`config.mk`:
```
export PLATFORM = sky130hd
export DESIGN_NAME = load_queue
export DESIGN_NICKNAME = d
export VERILOG_FILES = /design/src/logic/lsq_pkg.sv /design/src/logic/load_queue.sv
export SDC_FILE = /design/constraint.sdc
export NUM_CORES = 1
export LEC_CHECK = 0
export BUFFER_PORTS_ARGS = -buffer_cell sky130_fd_sc_hd__buf_2
export CAP_MARGIN = 20
export CORE_MARGIN = 4
export CORE_UTILIZATION = 55
export DETAILED_ROUTE_END_ITERATION = 8
export GPL_ROUTABILITY_DRIVEN = 0
export PLACE_DENSITY = 0.82
export SLEW_MARGIN = 40
export SYNTH_ARGS = -nofsm -noshare
export SYNTH_HDL_FRONTEND = slang
export SYNTH_SLANG_ARGS = --single-unit
```
`constraint.sdc`:
```
create_clock -name clock -period 12.03 [get_ports clock]
set_input_delay 0 -clock clock [delete_from_list [all_inputs] [get_ports clock]]
set_output_delay 0 -clock clock [all_outputs]
set_load 0.02 [all_outputs]
```
`src/logic/lsq_pkg.sv`:
```
`default_nettype none

package lsq_pkg;

    // --------------------
    // sizes and constants
    // --------------------

    // reorder buffer depth, sets the rob index width
    localparam int ROB_SIZE = 32;
    // data memory depth in words
    localparam int MEM_WORDS = 64;
    // every memory word starts as its index plus this key
    localparam logic [31:0] MEM_INIT_KEY = 32'h5A000000;

    typedef logic [31:0] word_t;
    typedef logic [31:0] addr_t;
    typedef logic [$clog2(ROB_SIZE)-1:0] rob_idx_t;
    // wide enough for any load queue up to 256 entries
    typedef logic [7:0] tag_t;

    // --------------------
    // queue entries
    // --------------------

    // one load queue slot
    typedef struct packed {
        logic     valid;
        logic     issued;
        logic     data_valid;
        addr_t    addr;
        rob_idx_t rob_idx;
        word_t    data;
    } lq_entry_t;

    // what the load queue sees of each store slot
    typedef struct packed {
        logic     valid;
        logic     addr_valid;
        rob_idx_t rob_idx;
    } sq_view_t;

    // --------------------
    // memory traffic
    // --------------------

    typedef struct packed {
        addr_t addr;
        tag_t  tag;
    } mem_req_t;

    typedef struct packed {
        word_t data;
        tag_t  tag;
    } mem_rsp_t;

    typedef struct packed {
        logic  valid;
        addr_t addr;
        word_t data;
    } store_write_t;

    // age compare against the rob head
    // distance wraps mod ROB_SIZE through the index width
    function automatic logic is_older(input rob_idx_t a, input rob_idx_t b,
                                      input rob_idx_t head);
        rob_idx_t dist_a;
        rob_idx_t dist_b;
        dist_a = a - head;
        dist_b = b - head;
        return dist_a < dist_b;
    endfunction

endpackage

`default_nettype wire

```
`src/logic/load_queue.sv`:
```
`default_nettype none

module load_queue #(
    parameter int LQ_SIZE = 8,
    parameter int SQ_SIZE = 8
) (
    input  wire logic              clock,
    input  wire logic              reset,
    // dispatch
    input  wire logic              enq_i,
    input  wire lsq_pkg::addr_t    enq_addr_i,
    input  wire lsq_pkg::rob_idx_t enq_rob_idx_i,
    output logic                   full_o,
    output logic                   empty_o,
    // age reference and store queue view
    input  wire lsq_pkg::rob_idx_t rob_head_i,
    input  wire lsq_pkg::sq_view_t sq_view_i [SQ_SIZE],
    // store forwarding query
    input  wire logic              fwd_valid_i,
    input  wire lsq_pkg::word_t    fwd_data_i,
    output logic                   query_valid_o,
    output lsq_pkg::addr_t         query_addr_o,
    output lsq_pkg::rob_idx_t      query_rob_idx_o,
    // memory request and response
    output logic                   mem_req_valid_o,
    output lsq_pkg::mem_req_t      mem_req_o,
    input  wire logic              mem_req_accept_i,
    input  wire logic              mem_rsp_valid_i,
    input  wire lsq_pkg::mem_rsp_t mem_rsp_i,
    // commit from the rob
    input  wire logic              commit_valid_i,
    input  wire lsq_pkg::rob_idx_t commit_idx_i,
    // writeback pulse
    output logic                   wb_valid_o,
    output lsq_pkg::rob_idx_t      wb_rob_idx_o,
    output lsq_pkg::word_t         wb_data_o
);
    import lsq_pkg::*;

    localparam int IDX_W = $clog2(LQ_SIZE);

    lq_entry_t              lq [LQ_SIZE];
    logic [IDX_W-1:0]       head;
    logic [IDX_W-1:0]       tail;
    logic [$clog2(LQ_SIZE+1)-1:0] count;

    logic                   found;
    logic [IDX_W-1:0]       cand_idx;
    lq_entry_t              cand;
    logic                   stall;
    logic                   do_enq;
    logic                   do_commit;
    logic                   fwd_take;
    logic [IDX_W-1:0]       rsp_idx;

    // circular increment, fine for any queue size
    function automatic logic [IDX_W-1:0] next_ptr(input logic [IDX_W-1:0] ptr);
        return (ptr == IDX_W'(LQ_SIZE - 1)) ? '0 : ptr + 1'b1;
    endfunction

    assign full_o  = (count == LQ_SIZE);
    assign empty_o = (count == 0);

    // --------------------
    // candidate search
    // --------------------

    // oldest entry with no data that has not gone to memory yet
    always_comb begin
        int idx;
        found    = 1'b0;
        cand_idx = '0;
        for (int i = 0; i < LQ_SIZE; i++) begin
            idx = int'(head) + i;
            if (idx >= LQ_SIZE) begin
                idx = idx - LQ_SIZE;
            end
            if (!found && lq[idx].valid && !lq[idx].issued && !lq[idx].data_valid) begin
                found    = 1'b1;
                cand_idx = IDX_W'(idx);
            end
        end
    end

    assign cand = lq[cand_idx];

    // hold the candidate while an older store has no address yet
    always_comb begin
        stall = 1'b0;
        for (int k = 0; k < SQ_SIZE; k++) begin
            if (sq_view_i[k].valid && !sq_view_i[k].addr_valid
                    && is_older(sq_view_i[k].rob_idx, cand.rob_idx, rob_head_i)) begin
                stall = 1'b1;
            end
        end
    end

    // query only goes out once the age check is clear
    assign query_valid_o   = found && !stall;
    assign query_addr_o    = cand.addr;
    assign query_rob_idx_o = cand.rob_idx;

    // forwarded data beats the memory, so no request on a hit
    assign mem_req_valid_o = query_valid_o && !fwd_valid_i;

    always_comb begin
        mem_req_o.addr             = cand.addr;
        mem_req_o.tag              = '0;
        mem_req_o.tag[IDX_W-1:0]   = cand_idx;
    end

    assign do_enq    = enq_i && !full_o;
    assign do_commit = commit_valid_i && !empty_o && lq[head].valid
                       && (commit_idx_i == lq[head].rob_idx);
    // writeback port is busy when the memory answers
    assign fwd_take  = query_valid_o && fwd_valid_i && !mem_rsp_valid_i;
    assign rsp_idx   = mem_rsp_i.tag[IDX_W-1:0];

    // --------------------
    // state update
    // --------------------

    always_ff @(posedge clock) begin
        if (reset) begin
            head       <= '0;
            tail       <= '0;
            count      <= '0;
            wb_valid_o <= 1'b0;
            for (int i = 0; i < LQ_SIZE; i++) begin
                lq[i].valid      <= 1'b0;
                lq[i].issued     <= 1'b0;
                lq[i].data_valid <= 1'b0;
            end
        end else begin
            // single cycle pulse by default
            wb_valid_o <= 1'b0;

            if (do_enq) begin
                lq[tail].valid      <= 1'b1;
                lq[tail].issued     <= 1'b0;
                lq[tail].data_valid <= 1'b0;
                lq[tail].addr       <= enq_addr_i;
                lq[tail].rob_idx    <= enq_rob_idx_i;
                tail                <= next_ptr(tail);
            end

            // request taken by the memory
            if (mem_req_valid_o && mem_req_accept_i) begin
                lq[cand_idx].issued <= 1'b1;
            end

            // memory response lands by tag, forward capture otherwise
            if (mem_rsp_valid_i) begin
                lq[rsp_idx].data       <= mem_rsp_i.data;
                lq[rsp_idx].data_valid <= 1'b1;
                wb_valid_o             <= 1'b1;
                wb_rob_idx_o           <= lq[rsp_idx].rob_idx;
                wb_data_o              <= mem_rsp_i.data;
            end else if (fwd_take) begin
                lq[cand_idx].data       <= fwd_data_i;
                lq[cand_idx].data_valid <= 1'b1;
                wb_valid_o              <= 1'b1;
                wb_rob_idx_o            <= cand.rob_idx;
                wb_data_o               <= fwd_data_i;
            end

            // free the head only on a matching rob index
            if (do_commit) begin
                lq[head].valid <= 1'b0;
                head           <= next_ptr(head);
            end

            case ({do_enq, do_commit})
                2'b10:   count <= count + 1'b1;
                2'b01:   count <= count - 1'b1;
                default: count <= count;
            endcase
        end
    end

endmodule

`default_nettype wire

```
==> results.tsv, run 1 <==
stage	metric	value	unit
outcome	run status	completed	
synthesis	average instance area after synthesis	12.57	um^2
route	Iter 0 DRT Violations	1307	
timing	clk_skew	26.23	ps
floorplan	Initial Util	55.57	%
cells_and_area	area of all placed cells without fillers	23040	um^2
floorplan	FP Rows	68	
timing	Max-slew headroom	41.97	%
route	post-route antenna net violation count	0	
global_routing	GRT Resource Usage Total	26.26	%
floorplan	Die ar.	37860	um^2
synthesis	Most used DFF post-synth	sky130_fd_sc_hd__edfxtp_1	
critical_path	cell at the slowest stage of the critical path	sky130_fd_sc_hd__mux4_2	
route	total length of routed wires	51560	um
synthesis	fraction of the yosys area taken by sequential cells	56.20	%
synthesis	Yosys cell types	86	
power_and_ir_drop	Sw Share	28.96	%
placed_design	total cell area at the placement stage	20780	um^2
cells_and_area	share of final-layout standard cells stronger than drive strength 1	26.67	%
critical_path	type of the worst setup path	reg2reg	
synthesis	fraction of synthesized cell area taken by the top area cell type	52.23	%
timing	fin crit share	78.36	%
route	count of vias placed by the detailed router	14241	
clock_network	number of buffers between clock root and the deepest sink	3	
synthesis	total number of yosys warnings	0	
global_routing	via count of the first global-routing pass	14533	
floorplan	Horiz. Die Dim	194.6	um
power_and_ir_drop	total design power	3.264	mW
synthesis	Netlist Area Pre-Place	19150	um^2
power_and_ir_drop	Sequential Power Share	44.3	%
timing	unrepaired setup endpoints after global routing	no	
clock_network	clock sink count	371	
synthesis	most common cell in the synthesized netlist	sky130_fd_sc_hd__edfxtp_1	
placed_design	number of port buffers	290	
timing	Fmax achieved	0.1061	GHz
clock_network	clock root buffer	sky130_fd_sc_hd__clkbuf_16	
power_and_ir_drop	pwr dens	141.7	nW/um^2
min_path	class of the most critical hold timing path	in2reg	
timing	total negative slack	0	ps
floorplan	I/O Pins	301	
critical_path	cell mode on critical path	sky130_fd_sc_hd__ha_1	
timing	Tmin final	9427	ps
clock_network	CTS tree	done	
power_and_ir_drop	leakage power	8.708	nW
floorplan	Chip Height	194.6	um
cells_and_area	Final Core Density	66.86	%
power_and_ir_drop	net switching power figure	945.2	uW
timing	number of hold violations in the final report	0	
floorplan	placeable core region	34460	um^2
critical_path	Max stage delay on crit path	690	ps
critical_path	Worst EP arrival	9640	ps
run	Max Cap Viol	0	
synthesis	Synth top cells by count	333 x sky130_fd_sc_hd__edfxtp_1, 229 x sky130_fd_sc_hd__nand2_1, 96 x sky130_fd_sc_hd__a21oi_1	
global_routing	antenna violations before repair	2	
critical_path	CP Data Required Time	12240	ps
global_routing	residual overflow from global routing	0	
route	number of remaining DRC errors	0	
synthesis	synthesized flop and latch total	371	
synthesis	library cell occupying the most area in the post-synthesis netlist	sky130_fd_sc_hd__edfxtp_1	
global_routing	wire length of the first global-routing pass	79650	um
placed_design	DPL Wire Length	31680	um
cells_and_area	number of nets in the layout	2128	
clock_network	total CTS buffers	39	
synthesis	FFs w/ async S/R, synth	0	%
power_and_ir_drop	maximum vdd drop	0.0001460	V
timing	Post-Route Hold Slack	39.64	ps
route	average routed wire per standard cell	21.87	um
power_and_ir_drop	share of total power in the clock network	35.1	%
synthesis	cell types occupying the most area after synthesis	sky130_fd_sc_hd__edfxtp_1 52%, sky130_fd_sc_hd__mux4_2 4.6%, sky130_fd_sc_hd__nand2_1 4.5%, sky130_fd_sc_hd__ha_1 4.2%, sky130_fd_sc_hd__dfxtp_1 4.0%	
critical_path	Setup crit start kind	flop	
timing	Slew @ Worst Pin	867.7	ps
critical_path	Max Fanout on Critical Path	23	
timing	count of pins over their slew limit	0	
synthesis	EDFF count, synth	333	
clock_network	clock slew at reported path FFs	60	ps
clock_network	level count of the clock H-tree	2	
timing	count of endpoints failing setup in the final report	0	
clock_network	quantity of gates resized following cts	0	
power_and_ir_drop	Logic pwr share	20.6	%
synthesis	Post-Synthesis Cells	1523	
power_and_ir_drop	internal power of the cells	2.318	mW
global_routing	largest net degree at the start of global routing	82	
clock_network	later-pin clock latency in the skew report	550	ps
route	Detailed Routing Iterations Pass 1	5	
route	via density per instance	6.039	
critical_path	nature of the critical path endpoint	flop	
cells_and_area	area grow syn2layout	20.32	%
==> worst max-delay path: cells and delay by family (launching register included) <==
kind	cells	cell delay, ps
AND/OR/NAND/NOR	6	2210
multiplexers	1	690
buffers and inverters	5	1170
adder cells (fa/ha/maj)	4	1530
XOR/XNOR	1	350
AO/OA/AOI/OAI	11	2460
flip-flops	1	670
==> cells in the final DEF, fill, tap and decap left out, types with 13 or more instances in the layout <==
| cell type | n |
|---|---|
| sky130_fd_sc_hd__o21ai_1 | 13 |
| sky130_fd_sc_hd__nor2b_1 | 22 |
| sky130_fd_sc_hd__ha_1 | 65 |
| sky130_fd_sc_hd__dlygate4sd3_1 | 104 |
| sky130_fd_sc_hd__a21o_1 | 17 |
| sky130_fd_sc_hd__o21ai_0 | 45 |
| sky130_fd_sc_hd__edfxtp_1 | 333 |
| sky130_fd_sc_hd__mux2i_1 | 45 |
| sky130_fd_sc_hd__xor2_1 | 20 |
| sky130_fd_sc_hd__inv_1 | 40 |
| sky130_fd_sc_hd__clkbuf_16 | 39 |
| sky130_fd_sc_hd__a22oi_1 | 27 |
| sky130_fd_sc_hd__a221oi_1 | 18 |
| sky130_fd_sc_hd__buf_2 | 290 |
| sky130_fd_sc_hd__nor2_1 | 40 |
| sky130_fd_sc_hd__mux4_2 | 39 |
| sky130_fd_sc_hd__nand2_1 | 228 |
| sky130_fd_sc_hd__mux2_2 | 43 |
| sky130_fd_sc_hd__a21oi_1 | 96 |
| sky130_fd_sc_hd__nand2b_1 | 16 |
| sky130_fd_sc_hd__xnor2_1 | 18 |
| sky130_fd_sc_hd__a211oi_1 | 22 |
| sky130_fd_sc_hd__buf_4 | 20 |
| sky130_fd_sc_hd__nand3_1 | 28 |
| sky130_fd_sc_hd__dfxtp_1 | 35 |
==> power groups by stage <==
| stage | sequential, mW | clock, mW | combinational [mW] |
|---|---|---|---|
| detailed placement | 1.47 | 0 | 0.628 |
| global placement | 1.47 | 0 | 0.611 |
| floorplan | 1.49 | 0 | 0.438 |
| CTS | 1.45 | 1.15 | 0.664 |
| global route | 1.45 | 1.21 | 0.729 |
| finish | 1.45 | 1.14 | 0.673 |
==> per-layer routing <==
metal	part of all wire (%)	routed length, um	vias up	global-route usage (%)
met1	38	19710	6897	33.86
li1	-	-	6423	-
met4	2.7	1385	2	8.307
met3	9.5	4879	128	5.495
met2	50	25580	791	44.87
met5	0.019	10	-	0
==> final timing paths <==
check                         from                      to  slack, ps  cells past startpoint
min                          enq_i    tail[2]$_SDFFE_PP0P_         40                      4
min reg2reg  count[3]$_SDFFE_PP0P_   count[3]$_SDFFE_PP0P_        510                      2
max reg2reg   head[1]$_SDFFE_PP0P_  wb_data_o[5]$_DFFE_PP_       2600                     28
max           head[1]$_SDFFE_PP0P_  wb_data_o[5]$_DFFE_PP_       2600                     28
==> logic make-up after synthesis <==
logic type,count (synthesis),synth area share [%]
simple gates,402,10.30
flops,371,56.20
compound gates,334,11.97
buf+inv,165,4.385
mux,135,9.998
fa+ha+maj,76,5.345
xor+xnor,39,1.784
other cells,1,0.01959
==> area by class of cell <==
type | instances | area (um^2)
Antenna cell | 2 | 5.005
Clock buffer | 46 | 1002
Clock inverter | 25 | 210.2
Fill cell | 2418 | 11420
Inverter | 52 | 200.2
Multi-Input combinational cell | 991 | 7621
Sequential cell | 371 | 10760
Tap cell | 455 | 569.3
Timing Repair Buffer | 416 | 2665
==> repair_timing <==
item | 4_1_cts | 5_1_grt
hold endpoints to repair | 348 | 0
hold buffers | 104 | 0
buffers inserted | 0 | 0
==> sequential cells by signal (all words and copies together) (netlist names), named ones only <==
signal        flops
count             4
head              3
lq              320
tail              3
wb_valid_o        1
wb_rob_idx_o      5
wb_data_o        32
==> through the flow <==
| step | std cells | setup slack (ps) |
|---|---|---|
| 3_5_place_dp | 2181 | 2791 |
| 3_3_place_gp | 2181 | 2652 |
| 2_1_floorplan | 1527 | 2949 |
| 4_1_cts | 2356 | 2743 |
| 6_report | 2358 | 2603 |
| 5_1_grt | 2356 | 2176 |
No activity file was read; power rests on OpenSTA's default activity.
==> run 2, diff against run 1 <==
Settings changed: ABC_AREA set to 1, CORE_UTILIZATION 55 to 52, PLACE_DENSITY 0.82 to 0.81.
Clock period 12.03 ns to 8.2 ns, I/O delays scaled along.
==> results.tsv, run 2 <==
stage	metric	value	unit	change
timing	Fmax achieved	0.1335	GHz	
floorplan	Initial Util	53.08	%	-2.5 points
clock_network	clock root buffer	sky130_fd_sc_hd__clkbuf_16		
power_and_ir_drop	leakage power	9.266	nW	+6.4%
route	average routed wire per standard cell	20.02	um	-8.4%
synthesis	Yosys cell types	57		-34%
floorplan	Horiz. Die Dim	196.5	um	+0.97%
clock_network	level count of the clock H-tree	2		unchanged
synthesis	Synth top cells by count	420 x sky130_fd_sc_hd__nand2_1, 333 x sky130_fd_sc_hd__edfxtp_1, 155 x sky130_fd_sc_hd__inv_1		
power_and_ir_drop	share of total power in the clock network	33.6	%	-1.5 points
timing	count of pins over their slew limit	0		unchanged
critical_path	type of the worst setup path	reg2out		
floorplan	Die ar.	38600	um^2	+1.9%
clock_network	quantity of gates resized following cts	0		unchanged
timing	Tmin final	7493	ps	
synthesis	Netlist Area Pre-Place	18470	um^2	-3.5%
floorplan	Chip Height	196.5	um	+0.97%
synthesis	average instance area after synthesis	10.57	um^2	-16%
cells_and_area	leading cell type in the layout, fill and taps excluded	sky130_fd_sc_hd__nand2_1		
route	Iter 0 DRT Violations	1363		+4.3%
power_and_ir_drop	maximum vdd drop	0.0002013	V	+38%
clock_network	total CTS buffers	38		-2.6%
route	total length of routed wires	52170	um	+1.2%
cells_and_area	biggest registers after layout	lq x320, wb_data_o x32, wb_rob_idx_o x5		
cells_and_area	area grow syn2layout	21.91	%	
clock_network	clock slew at reported path FFs	60	ps	about the same
synthesis	dominant combinational cell family by area after synthesis	simple AND/OR/NAND/NOR gates		
timing	Slew @ Worst Pin	850.0	ps	-17.63 ps
cells_and_area	Final Core Density	64.71	%	-2.1 points
route	post-route antenna net violation count	0		unchanged
timing	fin crit share	91.38	%	
power_and_ir_drop	Sw Share	30.05	%	+1.1 points
synthesis	synthesized flop and latch total	371		unchanged
synthesis	cell types occupying the most area after synthesis	sky130_fd_sc_hd__edfxtp_1 54%, sky130_fd_sc_hd__nand2_1 8.5%, sky130_fd_sc_hd__ha_1 4.4%, sky130_fd_sc_hd__dfxtp_1 4.1%, sky130_fd_sc_hd__inv_1 3.1%		
timing	Max-slew headroom	42.89	%	+0.93 points
clock_network	CTS tree	done		
clock_network	number of buffers between clock root and the deepest sink	3		unchanged
global_routing	via count of the first global-routing pass	14776		+1.7%
min_path	class of the most critical hold timing path	in2reg		
critical_path	Max Fanout on Critical Path	17		-26%
critical_path	Max stage delay on crit path	770	ps	+80 ps
cells_and_area	number of nets in the layout	2377		+12%
route	number of remaining DRC errors	0		unchanged
synthesis	simple-gate share of the synthesized area	16.51	%	+6.2 points
critical_path	cell mode on critical path	sky130_fd_sc_hd__inv_1		
synthesis	total number of yosys warnings	0		unchanged
placed_design	number of port buffers	290		unchanged
synthesis	fraction of the yosys area taken by sequential cells	58.26	%	+2.1 points
synthesis	Synth Area in Compound Gates	10.90	%	-1.1 points
synthesis	XOR/XNOR share of the synthesized area	1.897	%	+0.11 points
global_routing	residual overflow from global routing	0		unchanged
critical_path	setup slack of the worst register-to-register path	820	ps	-1780 ps
route	count of vias placed by the detailed router	15069		+5.8%
floorplan	I/O Pins	301		unchanged
floorplan	FP Rows	68		unchanged
cells_and_area	most frequent cells in the layout	419 x sky130_fd_sc_hd__nand2_1, 333 x sky130_fd_sc_hd__edfxtp_1, 289 x sky130_fd_sc_hd__buf_2		
synthesis	FFs w/ async S/R, synth	0	%	unchanged
power_and_ir_drop	Sequential Power Share	42.8	%	-1.5 points
clock_network	later-pin clock latency in the skew report	550	ps	about the same
power_and_ir_drop	internal power of the cells	3.493	mW	+51%
cells_and_area	flip-flop count of the largest register after layout	320		unchanged
route	via density per instance	5.785		-4.2%
timing	count of endpoints failing setup in the final report	0		unchanged
outcome	run status	completed		
synthesis	fraction of synthesized cell area taken by the top area cell type	54.14	%	+1.9 points
critical_path	CP Data Required Time	8200	ps	-4040 ps
cells_and_area	share of final-layout standard cells stronger than drive strength 1	20.52	%	-6.1 points
synthesis	Post-Synthesis Cells	1748		+15%
power_and_ir_drop	Logic pwr share	23.6	%	+3.0 points
timing	unrepaired setup endpoints after global routing	no		
critical_path	Setup crit start kind	flop		
critical_path	Worst EP arrival	7490	ps	-2150 ps
clock_network	buffer count from post-CTS setup fixing	0		unchanged
power_and_ir_drop	net switching power figure	1.501	mW	+59%
clock_network	clock sink count	371		unchanged
critical_path	cell at the slowest stage of the critical path	sky130_fd_sc_hd__dfxtp_1		
synthesis	library cell occupying the most area in the post-synthesis netlist	sky130_fd_sc_hd__edfxtp_1		
critical_path	nature of the critical path endpoint	primary output		
power_and_ir_drop	pwr dens	221.8	nW/um^2	+57%
floorplan	placeable core region	34800	um^2	+0.99%
synthesis	most common cell in the synthesized netlist	sky130_fd_sc_hd__nand2_1		
timing	clk_skew	12.59	ps	-13.64 ps
run	Max Cap Viol	0		unchanged
global_routing	antenna violations before repair	0		-2
timing	total negative slack	0	ps	unchanged
synthesis	EDFF count, synth	333		unchanged
timing	number of hold violations in the final report	0		unchanged
route	Detailed Routing Iterations Pass 1	5		unchanged
cells_and_area	largest reg by FF count	lq		
synthesis	post-synthesis share of cell area spent on full adders, half adders and majority gates	5.812	%	+0.47 points
synthesis	proportion of synthesized area in mux cells	0.05419	%	-9.9 points
synthesis	Most used DFF post-synth	sky130_fd_sc_hd__edfxtp_1		
global_routing	largest net degree at the start of global routing	44		-46%
global_routing	wire length of the first global-routing pass	79420	um	-0.29%
placed_design	DPL Wire Length	32480	um	+2.5%
clock_network	Post-CTS Hold Fix Bufs	104		unchanged
global_routing	GRT Resource Usage Total	25.79	%	-0.47 points
run 2: changes by cell type in the layout (fill, tap and decap cells not counted), sizes merged, moves of 45 or more:
cell / before / now
nand2: 230 / 437
mux2i: 48 / 1
nand3: 28 / 108
mux2: 48 / 0
inv: 50 / 163
nor2: 42 / 87
run 2: layout make-up:
cell class	count	area, um^2
diodes	1	2.502
clock buffers	54	1062
clock inverters	15	153.9
fillers	2564	12280
inverters	169	635.6
multi-input cells	1117	6620
flip-flops and latches	371	10760
well taps	455	569.3
repair buffers	423	2713
run 2: layer usage:
layer  track usage, %  vias to the layer above  routed length, um
met2            44.56                      863              25400
met4            9.361                        0               1857
met5                0                        -                  0
li1                 -                     6883                  -
met3            4.598                      156               5346
met1            32.81                     7167              19560
run 2: power groups by stage:
stage	clock, mW	sequential (mW)	combinational, mW
finish	1.68	2.14	1.18
global route	1.79	2.14	1.28
CTS	1.69	2.14	1.17
detailed placement	0	2.17	1.11
global placement	0	2.17	1.08
floorplan	0	2.20	0.767
run 2: logic make-up (layout without fill, tap and decap cells):
family,Yosys count,after routing
and+or+nand+nor,689,689
DFF,371,371
AOI/OAI and AO/OA,301,301
buffers and inverters,264,661
adders and majority gates,81,81
xor gates and xnor gates,40,40
other,1,6
muxes,1,1
run 2: worst paths after layout:
path                                      startpoint                endpoint  cells after the start
worst max register to register  head[1]$_SDFFE_PP0P_  wb_data_o[5]$_DFFE_PP_                     35
worst min-delay path                mem_req_accept_i       lq[3][70]$_DFF_P_                      5
worst max-delay path            head[1]$_SDFFE_PP0P_           query_valid_o                     38
worst min register to register     lq[2][70]$_DFF_P_       lq[2][70]$_DFF_P_                      2
run 2: worst max-delay path, delay by kind of cell, from the launching register on:
kind	cells	cell delay [ps]
buf+inv	10	1500
xor+xnor	1	490
flops	1	770
fa+ha+maj	3	1290
compound gates	5	920
simple gates	19	1980
run 2: metrics by stage:
step / total power, mW / cell area, um^2 / setup slack, ps / cells / hold slack [ps]
CTS: 4.992 / 22500 / 590.7 / 2604 / 29.29
global route: 5.212 / 22510 / 198.4 / 2604 / 59.22
detailed placement: 3.289 / 20240 / 729.9 / 2431 / 268.1
floorplan: 2.965 / 18490 / 1051 / 1752 / 88.67
global placement: 3.254 / 20230 / 950.7 / 2431 / 260.6
finish: 4.994 / 22520 / 706.6 / 2605 / 37.54
==> run 3, diff against run 2 <==
Settings changed: CORE_UTILIZATION 52 to 50, PLACE_DENSITY 0.81 to 0.79.
==> results.tsv, run 3 (synthesis gave the netlist of run 2 again) <==
stage	metric	value	unit	change
global_routing	wire length of the first global-routing pass	82300	um	+3.6%
power_and_ir_drop	Sequential Power Share	43.1	%	+0.3 points
power_and_ir_drop	net switching power figure	1.479	mW	-1.5%
timing	total negative slack	0	ps	unchanged
clock_network	clock root buffer	sky130_fd_sc_hd__clkbuf_16		
placed_design	number of port buffers	290		unchanged
clock_network	Post-CTS Hold Fix Bufs	106		+1.9%
clock_network	clock sink count	371		unchanged
cells_and_area	share of final-layout standard cells stronger than drive strength 1	20.76	%	+0.24 points
global_routing	via count of the first global-routing pass	15038		+1.8%
route	Iter 0 DRT Violations	1762		+29%
critical_path	Setup crit start kind	flop		
cells_and_area	fill count	2701		+5.3%
route	total length of routed wires	52570	um	+0.78%
timing	clk_skew	29.72	ps	+17.12 ps
critical_path	type of the worst setup path	reg2reg		
cells_and_area	area of all placed cells without fillers	22540	um^2	+0.11%
power_and_ir_drop	Sw Share	29.86	%	-0.19 points
global_routing	residual overflow from global routing	0		unchanged
route	count of vias placed by the detailed router	15136		+0.44%
route	via density per instance	5.773		-0.21%
floorplan	I/O Pins	301		unchanged
route	post-route antenna net violation count	0		unchanged
clock_network	later-pin clock latency in the skew report	540	ps	about the same
power_and_ir_drop	maximum vdd drop	0.0002108	V	+4.7%
cells_and_area	flip-flop count of the largest register after layout	320		unchanged
floorplan	Chip Height	200.2	um	+1.9%
timing	count of pins over their slew limit	0		unchanged
min_path	class of the most critical hold timing path	in2reg		
cells_and_area	fin cells	2622		+0.65%
route	average routed wire per standard cell	20.05	um	+0.13%
route	number of remaining DRC errors	0		unchanged
clock_network	quantity of gates resized following cts	0		unchanged
timing	number of hold violations in the final report	0		unchanged
clock_network	number of buffers between clock root and the deepest sink	3		unchanged
placed_design	DPL Wire Length	32390	um	-0.28%
route	Detailed Routing Iterations Pass 1	8		+3
critical_path	Max stage delay on crit path	810	ps	+40 ps
global_routing	antenna violations before repair	2		+2
clock_network	total CTS buffers	38		unchanged
power_and_ir_drop	pwr dens	219.7	nW/um^2	-0.96%
critical_path	setup slack of the worst register-to-register path	720	ps	-100 ps
timing	Slew @ Worst Pin	789.8	ps	-60.20 ps
cells_and_area	Final Core Density	61.72	%	-3.0 points
cells_and_area	area grow syn2layout	22.04	%	
timing	Tmin final	7483	ps	-10.66 ps
outcome	run status	completed		
power_and_ir_drop	Logic pwr share	23.9	%	+0.3 points
critical_path	CP Data Required Time	8630	ps	+430 ps
timing	Max-slew headroom	47.22	%	+4.3 points
critical_path	cell mode on critical path	sky130_fd_sc_hd__nand2_1		
global_routing	GRT Resource Usage Total	25.37	%	-0.43 points
floorplan	Die ar.	40080	um^2	+3.8%
critical_path	cell at the slowest stage of the critical path	sky130_fd_sc_hd__dfxtp_1		
cells_and_area	largest reg by FF count	lq		
cells_and_area	number of nets in the layout	2383		+0.25%
timing	unrepaired setup endpoints after global routing	no		
global_routing	largest net degree at the start of global routing	44		unchanged
cells_and_area	leading cell type in the layout, fill and taps excluded	sky130_fd_sc_hd__nand2_1		
placed_design	instance count after placement with tap cells included	2448		+0.70%
cells_and_area	Sequential Area	10760	um^2	unchanged
run	Max Cap Viol	0		unchanged
floorplan	Horiz. Die Dim	200.2	um	+1.9%
critical_path	Max Fanout on Critical Path	17		unchanged
timing	Fmax achieved	0.1336	GHz	+0.14%
clock_network	CTS tree	done		
cells_and_area	footprint of the multi-input gates	6620	um^2	unchanged
floorplan	Initial Util	50.57	%	-2.5 points
critical_path	Worst EP arrival	7910	ps	+420 ps
cells_and_area	biggest registers after layout	lq x320, wb_data_o x32, wb_rob_idx_o x5		
clock_network	level count of the clock H-tree	2		unchanged
clock_network	clock slew at reported path FFs	60	ps	about the same
placed_design	total cell area at the placement stage	20300	um^2	+0.29%
critical_path	nature of the critical path endpoint	flop		
floorplan	placeable core region	36520	um^2	+5.0%
cells_and_area	most frequent cells in the layout	419 x sky130_fd_sc_hd__nand2_1, 333 x sky130_fd_sc_hd__edfxtp_1, 290 x sky130_fd_sc_hd__buf_2		
timing	count of endpoints failing setup in the final report	0		unchanged
clock_network	buffer count from post-CTS setup fixing	0		unchanged
power_and_ir_drop	share of total power in the clock network	32.9	%	-0.7 points
timing	fin crit share	91.25	%	-0.13 points
power_and_ir_drop	leakage power	9.270	nW	about the same
floorplan	FP Rows	70		+2.9%
power_and_ir_drop	total design power	4.951	mW	-0.85%
power_and_ir_drop	internal power of the cells	3.473	mW	-0.59%
==> run 3: critical path: cells and delay by family (launching register included) <==
family | cells | cell delay (ps)
AOI/OAI and AO/OA | 5 | 850
xor gates and xnor gates | 1 | 480
adders and majority gates | 3 | 1430
buffers and inverters | 10 | 1670
DFF | 1 | 810
and+or+nand+nor | 20 | 2110
==> run 3: cell type report <==
type	instances	area share, %
multi-input combinational	1117	29.37
sequential	371	47.74
inverter	169	2.820
clock buffer	49	4.580
clock inverter	18	0.6384
tap	468	2.598
timing repair buffer	429	12.25
antenna	1	0.01110
==> run 3: through the flow <==
step / hold WS, ps / setup WS [ps]
floorplan: 88.67 / 1051
global placement: 261.4 / 889.6
detailed placement: 266.3 / 922.0
CTS: 7.849 / 796.7
global route: 53.46 / 136.1
finish: 37.29 / 717.2
==> run 3: metal layers <==
metal	global-route usage [%]	part of all wire (%)	vias up
met5	0	0.021	-
met4	7.745	3.2	2
met3	4.403	9.8	154
met2	44.36	49	939
met1	32.54	38	7157
li1	-	-	6884
==> run 3: final timing paths <==
check | from | endpoint | cells after the start
setup / recovery | head[1]$_SDFFE_PP0P_ | lq[3][70]$_DFF_P_ | 39
hold / removal | mem_rsp_i[1] | lq[5][69]$_DFF_P_ | 4
setup reg to reg | head[1]$_SDFFE_PP0P_ | lq[3][70]$_DFF_P_ | 39
hold reg to reg | lq[3][70]$_DFF_P_ | lq[3][70]$_DFF_P_ | 2
==> run 3: power by group through the flow <==
stage | combinational, mW | clock, mW | sequential [mW]
floorplan | 0.767 | 0 | 2.20
global placement | 1.09 | 0 | 2.17
detailed placement | 1.12 | 0 | 2.17
CTS | 1.17 | 1.65 | 2.13
global route | 1.29 | 1.74 | 2.14
finish | 1.18 | 1.63 | 2.14
